--- config.mk ---
export PLATFORM = sky130hd
export DESIGN_NAME = lane_seq_top
export DESIGN_NICKNAME = d
export VERILOG_FILES = /design/src/lane_seq_isa_pkg.sv /design/src/lane_seq_vrf_pkg.sv /design/src/lane_seq_addr_cnt.sv /design/src/lane_seq_bwen_gen.sv /design/src/lane_seq_ctrl.sv /design/src/lane_seq_top.sv
export VERILOG_INCLUDE_DIRS = /design/src
export SDC_FILE = /design/constraint.sdc
export NUM_CORES = 1
export LEC_CHECK = 0
export ABC_AREA = 1
export BUFFER_PORTS_ARGS = -buffer_cell sky130_fd_sc_hd__clkbuf_2
export CORE_MARGIN = 1
export CORE_UTILIZATION = 55
export DETAILED_ROUTE_END_ITERATION = 6
export HOLD_SLACK_MARGIN = 0.05
export PLACE_DENSITY_LB_ADDON = 0.08
export SLEW_MARGIN = 20
export SYNTH_ARGS = -nofsm -noshare
export SYNTH_HDL_FRONTEND = slang
export SYNTH_HIERARCHICAL = 1
export SYNTH_SLANG_ARGS = --single-unit
--- constraint.sdc ---
create_clock -name clk_i -period 2.8 [get_ports clk_i]
set_input_delay 0.42 -clock clk_i [delete_from_list [all_inputs] [get_ports clk_i]]
set_output_delay 0.42 -clock clk_i [all_outputs]
set_load 0.01 [all_outputs]
--- src/lane_seq_defines.svh ---
`ifndef LANE_SEQ_DEFINES_SVH
`define LANE_SEQ_DEFINES_SVH

////////////////////////////////////////////////////////////////////////////
// Lane array geometry
////////////////////////////////////////////////////////////////////////////

// Number of vector lanes
`define LS_VLANE_NUM 8

// Words in each lane VRF
`define LS_MEM_DEPTH 512

// Largest element count a single lane can hold
`define LS_MAX_VL_PER_LANE 256

////////////////////////////////////////////////////////////////////////////
// Register file ports
////////////////////////////////////////////////////////////////////////////

`define LS_RPORT_NUM 2    // vs1 and vs2

`endif

--- src/lane_seq_isa_pkg.sv ---
`default_nettype none

`include "lane_seq_defines.svh"

package lane_seq_isa_pkg;

    // Instruction kinds as encoded by the issue stage
    typedef enum logic [2:0] {
        NORMAL = 3'd0,    // Read then write after delay
        STORE  = 3'd2,    // Read only
        LOAD   = 3'd4     // Write from load beats
    } inst_kind_t;

    // Element width of an operand
    typedef enum logic [1:0] {
        EW_BYTE = 2'd0,
        EW_HALF = 2'd1,
        EW_WORD = 2'd2
    } ewidth_t;

    // Sequencer FSM states
    typedef enum logic [2:0] {
        IDLE,
        DISPATCH,      // Counters get their start addresses
        NORMAL_RUN,
        STORE_RUN,
        LOAD_RUN
    } seq_state_t;

    // Total vector length over all lanes
    typedef logic [$clog2(`LS_VLANE_NUM * `LS_MAX_VL_PER_LANE) - 1:0] vl_t;

    // Element count inside one lane, also used for the instruction delay
    typedef logic [$clog2(`LS_MAX_VL_PER_LANE):0] elem_cnt_t;

endpackage

`default_nettype wire

--- src/lane_seq_vrf_pkg.sv ---
`default_nettype none

`include "lane_seq_defines.svh"

package lane_seq_vrf_pkg;

    ////////////////////////////////////////////////////////////////////////////
    // Addressing
    ////////////////////////////////////////////////////////////////////////////

    // Word address inside one lane VRF
    typedef logic [$clog2(`LS_MEM_DEPTH) - 1:0] vrf_addr_t;

    // One address per read port
    typedef vrf_addr_t [`LS_RPORT_NUM - 1:0] raddr_arr_t;

    ////////////////////////////////////////////////////////////////////////////
    // Byte enables
    ////////////////////////////////////////////////////////////////////////////

    // Byte write enable of one 32 bit word
    typedef logic [3:0] bwen_t;

    // Byte enables for every lane
    typedef bwen_t [`LS_VLANE_NUM - 1:0] lane_bwen_t;

endpackage

`default_nettype wire

--- src/lane_seq_addr_cnt.sv ---
`default_nettype none

`include "lane_seq_defines.svh"

module lane_seq_addr_cnt
    import lane_seq_isa_pkg::*;
    import lane_seq_vrf_pkg::*;
(
    input  wire logic      clk_i,
    input  wire logic      rst_i,
    input  wire vrf_addr_t start_addr_i,
    input  wire logic      load_i,     // Takes priority over en_i
    input  wire logic      en_i,       // One element per cycle
    input  wire ewidth_t   ewidth_i,
    output vrf_addr_t      addr_o
);

    localparam vrf_addr_t LAST_ADDR = vrf_addr_t'(`LS_MEM_DEPTH - 1);

    logic [1:0] sub_q;      // Element slot within the current word
    logic [1:0] sub_max;    // Last slot for this width

    // Elements packed into one word
    always_comb begin
        case (ewidth_i)
            EW_BYTE: sub_max = 2'd3;
            EW_HALF: sub_max = 2'd1;
            default: sub_max = 2'd0;
        endcase
    end

    ////////////////////////////////////////////////////////////////////////////
    // Word address and sub counter
    ////////////////////////////////////////////////////////////////////////////

    always_ff @(posedge clk_i) begin
        if (!rst_i) begin
            sub_q  <= '0;
            addr_o <= '0;
        end else if (load_i) begin
            sub_q  <= '0;
            addr_o <= start_addr_i;
        end else if (en_i) begin
            if (sub_q == sub_max) begin
                // Word filled so move to the next one
                sub_q  <= '0;
                addr_o <= (addr_o == LAST_ADDR) ? '0 : addr_o + 1'b1;
            end else begin
                sub_q <= sub_q + 1'b1;
            end
        end
    end

endmodule

`default_nettype wire

--- src/lane_seq_bwen_gen.sv ---
`default_nettype none

module lane_seq_bwen_gen
    import lane_seq_isa_pkg::*;
    import lane_seq_vrf_pkg::*;
(
    input  wire logic       clk_i,
    input  wire logic       rst_i,
    input  wire logic       en_i,
    input  wire logic [1:0] wdata_width_i,    // 1 byte, 2 halfword, 3 word
    output bwen_t           bwen_o
);

    logic [3:0] shift4_q;    // Byte lane pointer
    logic [1:0] shift2_q;    // Halfword pointer
    ewidth_t    width;
    bwen_t      pattern;

    // Write width code is one above the element width code
    assign width = ewidth_t'(wdata_width_i - 2'd1);

    ////////////////////////////////////////////////////////////////////////////
    // Rotation registers
    ////////////////////////////////////////////////////////////////////////////

    always_ff @(posedge clk_i) begin
        if (!rst_i) begin
            shift4_q <= 4'b0001;
            shift2_q <= 2'b01;
        end else if (en_i) begin
            shift4_q <= {shift4_q[2:0], shift4_q[3]};
            shift2_q <= {shift2_q[0], shift2_q[1]};
        end else begin
            // Restart so every write begins at byte 0
            shift4_q <= 4'b0001;
            shift2_q <= 2'b01;
        end
    end

    always_comb begin
        case (width)
            EW_BYTE: pattern = shift4_q;
            EW_HALF: pattern = {{2{shift2_q[1]}}, {2{shift2_q[0]}}};
            EW_WORD: pattern = 4'b1111;
            default: pattern = 4'b0000;    // Width code 0 writes nothing
        endcase
    end

    assign bwen_o = en_i ? pattern : '0;

endmodule

`default_nettype wire

--- src/lane_seq_ctrl.sv ---
`default_nettype none

`include "lane_seq_defines.svh"

module lane_seq_ctrl
    import lane_seq_isa_pkg::*;
    import lane_seq_vrf_pkg::*;
(
    input  wire logic       clk_i,
    input  wire logic       rst_i,
    input  wire logic       start_i,
    output logic            ready_o,
    input  wire inst_kind_t inst_kind_i,
    input  wire vl_t        vl_i,
    input  wire ewidth_t    vsew_i,
    input  wire logic [1:0] wdata_width_i,
    input  wire elem_cnt_t  inst_delay_i,
    input  wire vrf_addr_t  vrf_starting_waddr_i,
    input  wire raddr_arr_t vrf_starting_raddr_i,
    input  wire logic       load_last_i,
    output vrf_addr_t       start_waddr_o,    // Latched start addresses
    output raddr_arr_t      start_raddr_o,
    output logic            cnt_load_o,
    output logic            raddr_en_o,
    output logic            waddr_en_o,
    output ewidth_t         rd_width_o,
    output ewidth_t         wr_width_o,
    output logic            bwen_en_o,
    output logic [1:0]      wdata_width_o,
    output logic            load_mode_o,
    output logic            vrf_ren_o,
    output logic            store_data_valid_o,
    output logic            ready_for_load_o,
    output logic            request_write_control_o,
    output logic            write_data_sel_o
);

    localparam int LANE_SHIFT = $clog2(`LS_VLANE_NUM);
    localparam int CNT_W      = $clog2(`LS_MAX_VL_PER_LANE) + 2;    // Delay plus length

    seq_state_t       state_q;
    logic [CNT_W-1:0] main_cnt_q;
    logic [CNT_W-1:0] cnt_nxt;
    logic [CNT_W-1:0] len_ext;
    logic [CNT_W-1:0] dly_ext;
    logic [CNT_W-1:0] normal_last;    // Final cycle of a normal run
    logic             accept;
    logic             len_nz;
    logic             read_done;
    logic             write_start;
    logic             write_done;
    elem_cnt_t        per_lane_len;

    // Latched instruction fields
    inst_kind_t kind_q;
    ewidth_t    vsew_q;
    logic [1:0] wdata_width_q;
    elem_cnt_t  delay_q;
    elem_cnt_t  len_q;

    // Run strobes
    logic rd_q;
    logic wr_q;
    logic store_q;
    logic load_q;

    // Elements per lane, rounded up
    assign per_lane_len = elem_cnt_t'(vl_i >> LANE_SHIFT)
                        + elem_cnt_t'(vl_i[LANE_SHIFT-1:0] != '0);

    assign accept      = start_i && ready_o;
    assign len_ext     = CNT_W'(len_q);
    assign dly_ext     = CNT_W'(delay_q);
    assign normal_last = dly_ext + len_ext;
    assign cnt_nxt     = main_cnt_q + 1'b1;
    assign len_nz      = (len_q != '0);
    assign read_done   = (cnt_nxt == len_ext);
    assign write_start = (cnt_nxt == dly_ext) && len_nz;
    assign write_done  = (cnt_nxt == normal_last);

    ////////////////////////////////////////////////////////////////////////////
    // Instruction latch
    ////////////////////////////////////////////////////////////////////////////

    always_ff @(posedge clk_i) begin
        if (accept) begin
            kind_q        <= inst_kind_i;
            vsew_q        <= vsew_i;
            wdata_width_q <= wdata_width_i;
            delay_q       <= inst_delay_i;
            len_q         <= per_lane_len;
            start_waddr_o <= vrf_starting_waddr_i;
            start_raddr_o <= vrf_starting_raddr_i;
        end
    end

    ////////////////////////////////////////////////////////////////////////////
    // FSM and main counter
    ////////////////////////////////////////////////////////////////////////////

    always_ff @(posedge clk_i) begin
        if (!rst_i) begin
            state_q    <= IDLE;
            ready_o    <= 1'b1;
            main_cnt_q <= '0;
            cnt_load_o <= 1'b0;
            rd_q       <= 1'b0;
            wr_q       <= 1'b0;
            store_q    <= 1'b0;
            load_q     <= 1'b0;
        end else begin
            cnt_load_o <= 1'b0;
            case (state_q)
                IDLE: begin
                    if (accept) begin
                        state_q    <= DISPATCH;
                        ready_o    <= 1'b0;
                        cnt_load_o <= 1'b1;    // Counters load during dispatch
                        main_cnt_q <= '0;
                    end
                end
                DISPATCH: begin
                    case (kind_q)
                        NORMAL: begin
                            state_q <= NORMAL_RUN;
                            rd_q    <= len_nz;
                        end
                        STORE: begin
                            state_q <= STORE_RUN;
                            rd_q    <= len_nz;
                            store_q <= len_nz;
                        end
                        LOAD: begin
                            state_q <= LOAD_RUN;
                            load_q  <= 1'b1;
                        end
                        default: begin
                            state_q <= IDLE;    // Unknown kind
                            ready_o <= 1'b1;
                        end
                    endcase
                end
                NORMAL_RUN: begin
                    main_cnt_q <= cnt_nxt;
                    if (read_done) rd_q <= 1'b0;
                    if (write_start) wr_q <= 1'b1;    // Writes trail reads by the delay
                    if (write_done) wr_q <= 1'b0;
                    if (main_cnt_q == normal_last) begin
                        state_q <= IDLE;
                        ready_o <= 1'b1;
                    end
                end
                STORE_RUN: begin
                    main_cnt_q <= cnt_nxt;
                    if (read_done) begin
                        rd_q    <= 1'b0;
                        store_q <= 1'b0;
                    end
                    if (main_cnt_q == len_ext) begin
                        state_q <= IDLE;
                        ready_o <= 1'b1;
                    end
                end
                LOAD_RUN: begin
                    if (load_last_i) begin    // Last beat is still written
                        load_q  <= 1'b0;
                        state_q <= IDLE;
                        ready_o <= 1'b1;
                    end
                end
                default: begin
                    state_q <= IDLE;
                    ready_o <= 1'b1;
                end
            endcase
        end
    end

    // Datapath controls
    assign vrf_ren_o          = rd_q;
    assign raddr_en_o         = rd_q;
    assign store_data_valid_o = store_q;
    assign bwen_en_o          = wr_q;
    assign waddr_en_o         = wr_q | load_q;
    assign wdata_width_o      = wdata_width_q;

    // Load side strobes
    assign load_mode_o             = load_q;
    assign ready_for_load_o        = load_q;
    assign request_write_control_o = load_q;
    assign write_data_sel_o        = load_q;

    // Stores read whole words and loads write whole words
    assign rd_width_o = (kind_q == STORE) ? EW_WORD : vsew_q;
    assign wr_width_o = (kind_q == LOAD) ? EW_WORD : ewidth_t'(wdata_width_q - 2'd1);

endmodule

`default_nettype wire

--- src/lane_seq_top.sv ---
`default_nettype none

`include "lane_seq_defines.svh"

module lane_seq_top
    import lane_seq_isa_pkg::*;
    import lane_seq_vrf_pkg::*;
(
    input  wire logic       clk_i,
    input  wire logic       rst_i,
    input  wire logic       start_i,
    output logic            ready_o,
    input  wire inst_kind_t inst_kind_i,
    input  wire vl_t        vl_i,
    input  wire ewidth_t    vsew_i,
    input  wire logic [1:0] wdata_width_i,    // 1 byte, 2 halfword, 3 word
    input  wire elem_cnt_t  inst_delay_i,
    input  wire vrf_addr_t  vrf_starting_waddr_i,
    input  wire raddr_arr_t vrf_starting_raddr_i,
    input  wire logic       load_last_i,
    input  wire lane_bwen_t load_bwen_i,
    output logic            vrf_ren_o,
    output raddr_arr_t      vrf_raddr_o,      // 0 is vs1, 1 is vs2
    output vrf_addr_t       vrf_waddr_o,
    output lane_bwen_t      vrf_bwen_o,
    output logic            store_data_valid_o,
    output logic            ready_for_load_o,
    output logic            request_write_control_o,
    output logic            write_data_sel_o
);

    vrf_addr_t  start_waddr;
    raddr_arr_t start_raddr;
    logic       cnt_load;
    logic       raddr_en;
    logic       waddr_en;
    logic       bwen_en;
    logic       load_mode;
    ewidth_t    rd_width;
    ewidth_t    wr_width;
    logic [1:0] wdata_width;
    bwen_t      gen_bwen;

    lane_seq_ctrl u_ctrl (
        .clk_i                   (clk_i),
        .rst_i                   (rst_i),
        .start_i                 (start_i),
        .ready_o                 (ready_o),
        .inst_kind_i             (inst_kind_i),
        .vl_i                    (vl_i),
        .vsew_i                  (vsew_i),
        .wdata_width_i           (wdata_width_i),
        .inst_delay_i            (inst_delay_i),
        .vrf_starting_waddr_i    (vrf_starting_waddr_i),
        .vrf_starting_raddr_i    (vrf_starting_raddr_i),
        .load_last_i             (load_last_i),
        .start_waddr_o           (start_waddr),
        .start_raddr_o           (start_raddr),
        .cnt_load_o              (cnt_load),
        .raddr_en_o              (raddr_en),
        .waddr_en_o              (waddr_en),
        .rd_width_o              (rd_width),
        .wr_width_o              (wr_width),
        .bwen_en_o               (bwen_en),
        .wdata_width_o           (wdata_width),
        .load_mode_o             (load_mode),
        .vrf_ren_o               (vrf_ren_o),
        .store_data_valid_o      (store_data_valid_o),
        .ready_for_load_o        (ready_for_load_o),
        .request_write_control_o (request_write_control_o),
        .write_data_sel_o        (write_data_sel_o)
    );

    ////////////////////////////////////////////////////////////////////////////
    // Address counters
    ////////////////////////////////////////////////////////////////////////////

    lane_seq_addr_cnt u_waddr_cnt (
        .clk_i        (clk_i),
        .rst_i        (rst_i),
        .start_addr_i (start_waddr),
        .load_i       (cnt_load),
        .en_i         (waddr_en),
        .ewidth_i     (wr_width),
        .addr_o       (vrf_waddr_o)
    );

    for (genvar p = 0; p < `LS_RPORT_NUM; p++) begin : g_rport
        lane_seq_addr_cnt u_raddr_cnt (
            .clk_i        (clk_i),
            .rst_i        (rst_i),
            .start_addr_i (start_raddr[p]),
            .load_i       (cnt_load),
            .en_i         (raddr_en),
            .ewidth_i     (rd_width),
            .addr_o       (vrf_raddr_o[p])
        );
    end

    ////////////////////////////////////////////////////////////////////////////
    // Byte enables
    ////////////////////////////////////////////////////////////////////////////

    lane_seq_bwen_gen u_bwen_gen (
        .clk_i         (clk_i),
        .rst_i         (rst_i),
        .en_i          (bwen_en),
        .wdata_width_i (wdata_width),
        .bwen_o        (gen_bwen)
    );

    // Loads take per lane enables from the load unit
    always_comb begin
        for (int lane = 0; lane < `LS_VLANE_NUM; lane++) begin
            vrf_bwen_o[lane] = load_mode ? load_bwen_i[lane] : gen_bwen;
        end
    end

endmodule

`default_nettype wire

==> impl_metrics.py <==
metrics = {
    "clock_tree": {
        "path_clk_slew_ns": 0.08,
        "cts_tree": "built",
        "cts_hold_buf": 0,
        "cts_made_buffers": 9,
        "root_buffer": "clkbuf_16",
        "post_cts_buffers": 0,
        "clk_latency_ns": 0.36,
        "cts.path.max_buffers": 2,
        "htreeDepth": 3,
        "cts_sinks": 110,
        "post_cts_resized": 0,
    },
    "pwr": {
        "powerDensity_nw_per_um2": 637,
        "ir_worst_vdd_mv": 0.442,
        "leakage_nw": 3.71,
        "power_mw": 4.96,
    },
    "hold_path": {
        "hold_end": "u_ctrl/start_waddr_o[3]$_DFFE_PP_",
        "hold_class": "in2reg",
        "min_path_cells": 1,
        "hold_path_startpoint": "vrf_starting_waddr_i[3]",
    },
    "sta": {
        "fin_crit_sh_pct": 87.4,
        "hold_viol": 0,
        "fin_skew_ns": 0.00871,
        "fmax_ghz": 0.409,
        "slew_headroom_pct": 59.3,
        "min_period_ns": 2.45,
        "setup_slack_ns": 0.353,
        "tightest_slew_ns": 0.611,
        "whs_ns": 0.231,
        "tns_ns": 0,
        "setup_viol_count_final": 0,
        "final_max_slew_viol_count": 0,
        "rsz0062_at_grt": "no",
    },
    "cells_and_area": {
        "postLayoutCellArea_um2": 7780,
        "synthToLayoutAreaGrowth_pct": 16.8,
        "fin_cells": 1189,
        "final_layout_size_suffix_gt1_share_pct": 19.4,
        "finalNetCount": 1153,
        "n_fill_cell": 1024,
        "fin_util_pct": 67.0,
        "n_antenna_cell": 0,
    },
    "outcome": {
        "run_status": "complete, but fails checks",
        "violations": "design-rule violations",
    },
    "synth": {
        "yosysTopAreaCellShare_pct": 23.4,
        "async_flop_share_pct": 0,
        "synthFlopType": "dfxtp_1",
        "syn-instance-count": 894,
        "synth_fa_ha_area_share_pct": 4.24,
        "synthMuxAreaShare_pct": 0,
        "yosys-top-cells-area": "edfxtp_1 (23%), dfxtp_1 (17%), nand2_1 (16%)",
        "synth_compound_area_share_pct": 7.47,
        "yosysSeqAreaShare_pct": 40.9,
        "netlist_area_um2": 6660,
        "synth_top_family_by_area": "simple AND/OR/NAND/NOR gates",
        "synth_simple_gate_area_share_pct": 33.6,
        "ys_types": 39,
        "yosysWarnings": 6,
        "synthXorXnorAreaFrac_pct": 6.84,
        "syn_area_per_cell_um2": 7.45,
        "yosys.area.top_type": "edfxtp_1",
        "ys_ff_latch": 110,
        "syn-num-nets": 1006,
        "synth_edf_count": 52,
    },
    "die": {
        "start_util_pct": 57.4,
        "core_area_um2": 11600,
        "die_height_um": 112,
        "die_area_um2": 12600,
        "row_count": 39,
        "die_w_um": 112,
        "ioPinCount": 155,
    },
    "critical_path": {
        "critPathMaxFanout": 4,
        "r2r_end": "u_ctrl/ready_o$_SDFFE_PN1P_",
        "worst-setup-path-type": "reg2reg",
        "reg2reg_from": "u_ctrl/len_q[0]$_DFFE_PP_",
        "ff2ff_path_depth": 15,
        "cp-end-kind": "register",
        "required_ns": 3.03,
        "start_kind": "register",
        "worstPathArrival_ns": 2.68,
        "ff2ff_setup_slack_ns": 0.35,
    },
    "global_route": {
        "grt_antenna_before_repair": 0,
        "overflow": 0,
        "grt_pass1_wl_um": 24900,
        "grt_pass1_vias": 5219,
        "grt_usage_pct": 24.8,
        "grt_max_degree": 46,
    },
    "drt": {
        "routedWlPerCell_um": 13.0,
        "viasPerCell": 5.17,
        "dr.pass1.iters": 7,
        "drtAntennaViolNets": 0,
        "drt-initial-drc-count": 465,
        "drc_errors": 13,
        "wl_um": 15500,
        "num_vias": 6150,
    },
    "placement": {
        "placed_area_um2": 7500,
        "dp.cells": 1173,
        "preCtsSetupSlack_ns": 0.395,
        "gp_congestion": 0.904,
        "port_buffers": 154,
        "place_hpwl_um": 11400,
    },
    "flow_run": {
        "drv_cap": 0,
    },
}
[flip-flops by register name (all words and copies together) (netlist names), 4 cells and up]
signal	cells
g_rport.u_raddr_cnt/addr_o	18
g_rport.u_raddr_cnt/sub_q	4
u_bwen_gen/shift4_q	4
u_ctrl/delay_q	9
u_ctrl/len_q	9
u_ctrl/main_cnt_q	10
u_ctrl/start_raddr_o	18
u_ctrl/start_waddr_o	9
u_waddr_cnt/addr_o	9
[cells in the mapped netlist, types with 9 or more instances]
library cell    n
nor3_1         17
o21bai_1        9
a21oi_1        52
nor2_1         86
dfxtp_1        58
ha_1           21
edfxtp_1       52
xor2_1         32
inv_1          77
xnor2_1        20
nand3_1        84
o21ai_0        24
nand4_1        12
nand2_1       278
[kinds of logic after synthesis]
| logic type | after synthesis |
|---|---|
| simple gates | 512 |
| flops | 110 |
| xor+xnor | 52 |
| fa+ha+maj | 22 |
| buf+inv | 107 |
| compound gates | 91 |
[worst max-delay path, stage by stage, from the launching register on]
cell	delay [ns]
edfxtp_1	0.40
ha_1	0.23
inv_1	0.07
fa_1	0.53
xor2_1	0.17
nand2_1	0.07
nor2_1	0.10
nand2_1	0.05
nor2_1	0.08
nand3_1	0.07
nor2_1	0.10
nand3_1	0.11
nand2_1	0.13
nand3_1	0.08
nand2_1	0.06
nand3_1	0.05
[worst max-delay path by stage]
stage,end,start,depth (start not counted),slack (ns)
after floorplan,u_ctrl/main_cnt_q[4]$_SDFFE_PN0P_,start_i,7,0.48
after global placement,u_ctrl/ready_o$_SDFFE_PN1P_,u_ctrl/len_q[0]$_DFFE_PP_,15,0.47
after detailed placement,u_ctrl/ready_o$_SDFFE_PN1P_,u_ctrl/len_q[0]$_DFFE_PP_,15,0.39
after CTS,u_ctrl/ready_o$_SDFFE_PN1P_,u_ctrl/len_q[0]$_DFFE_PP_,15,0.38
after global routing,u_ctrl/ready_o$_SDFFE_PN1P_,u_ctrl/len_q[0]$_DFFE_PP_,15,0.17
final,u_ctrl/ready_o$_SDFFE_PN1P_,u_ctrl/len_q[0]$_DFFE_PP_,15,0.35
[power by group]
part | switching [mW] | total (mW) | internal [mW]
clock network | 0.621 | 1.24 | 0.615
registers | 0.196 | 2.15 | 1.95
logic | 1.00 | 1.57 | 0.569
total | 1.82 | 4.96 | 3.14
[final cells by class]
type | instances | area (um2) | share of cell area (%)
Clock inverter | 7 | 56.3 | 0.724
Tap cell | 143 | 179 | 2.30
Sequential cell | 110 | 2720 | 35.0
Inverter | 84 | 315 | 4.05
Clock buffer | 9 | 225 | 2.89
Timing Repair Buffer | 159 | 808 | 10.4
Multi-Input combinational cell | 677 | 3470 | 44.7
[layout by cell type, fill, tap and decap left out, drive strengths merged, types with 5 or more instances in the layout]
| master | instances |
|---|---|
| clkinv | 5 |
| xor2 | 32 |
| edfxtp | 52 |
| o21bai | 9 |
| ha | 21 |
| o21ai | 25 |
| buf | 5 |
| a21oi | 52 |
| nand4 | 15 |
| nor3 | 19 |
| inv | 83 |
| xnor2 | 20 |
| nor2 | 89 |
| or2 | 7 |
| nand3 | 84 |
| dfxtp | 58 |
| clkbuf | 163 |
| nand2 | 290 |
[metal layers]
| layer | vias up | track usage [%] | share of wire, % |
|---|---|---|---|
| li1 | 3203 | - | - |
| met1 | 2718 | 34.3 | 46 |
| met2 | 218 | 40.7 | 46 |
| met3 | 11 | 4.37 | 6.8 |
| met4 | 0 | 5.87 | 0.79 |
| met5 | - | 0 | 0 |
(Power assumes the default switching activity.)
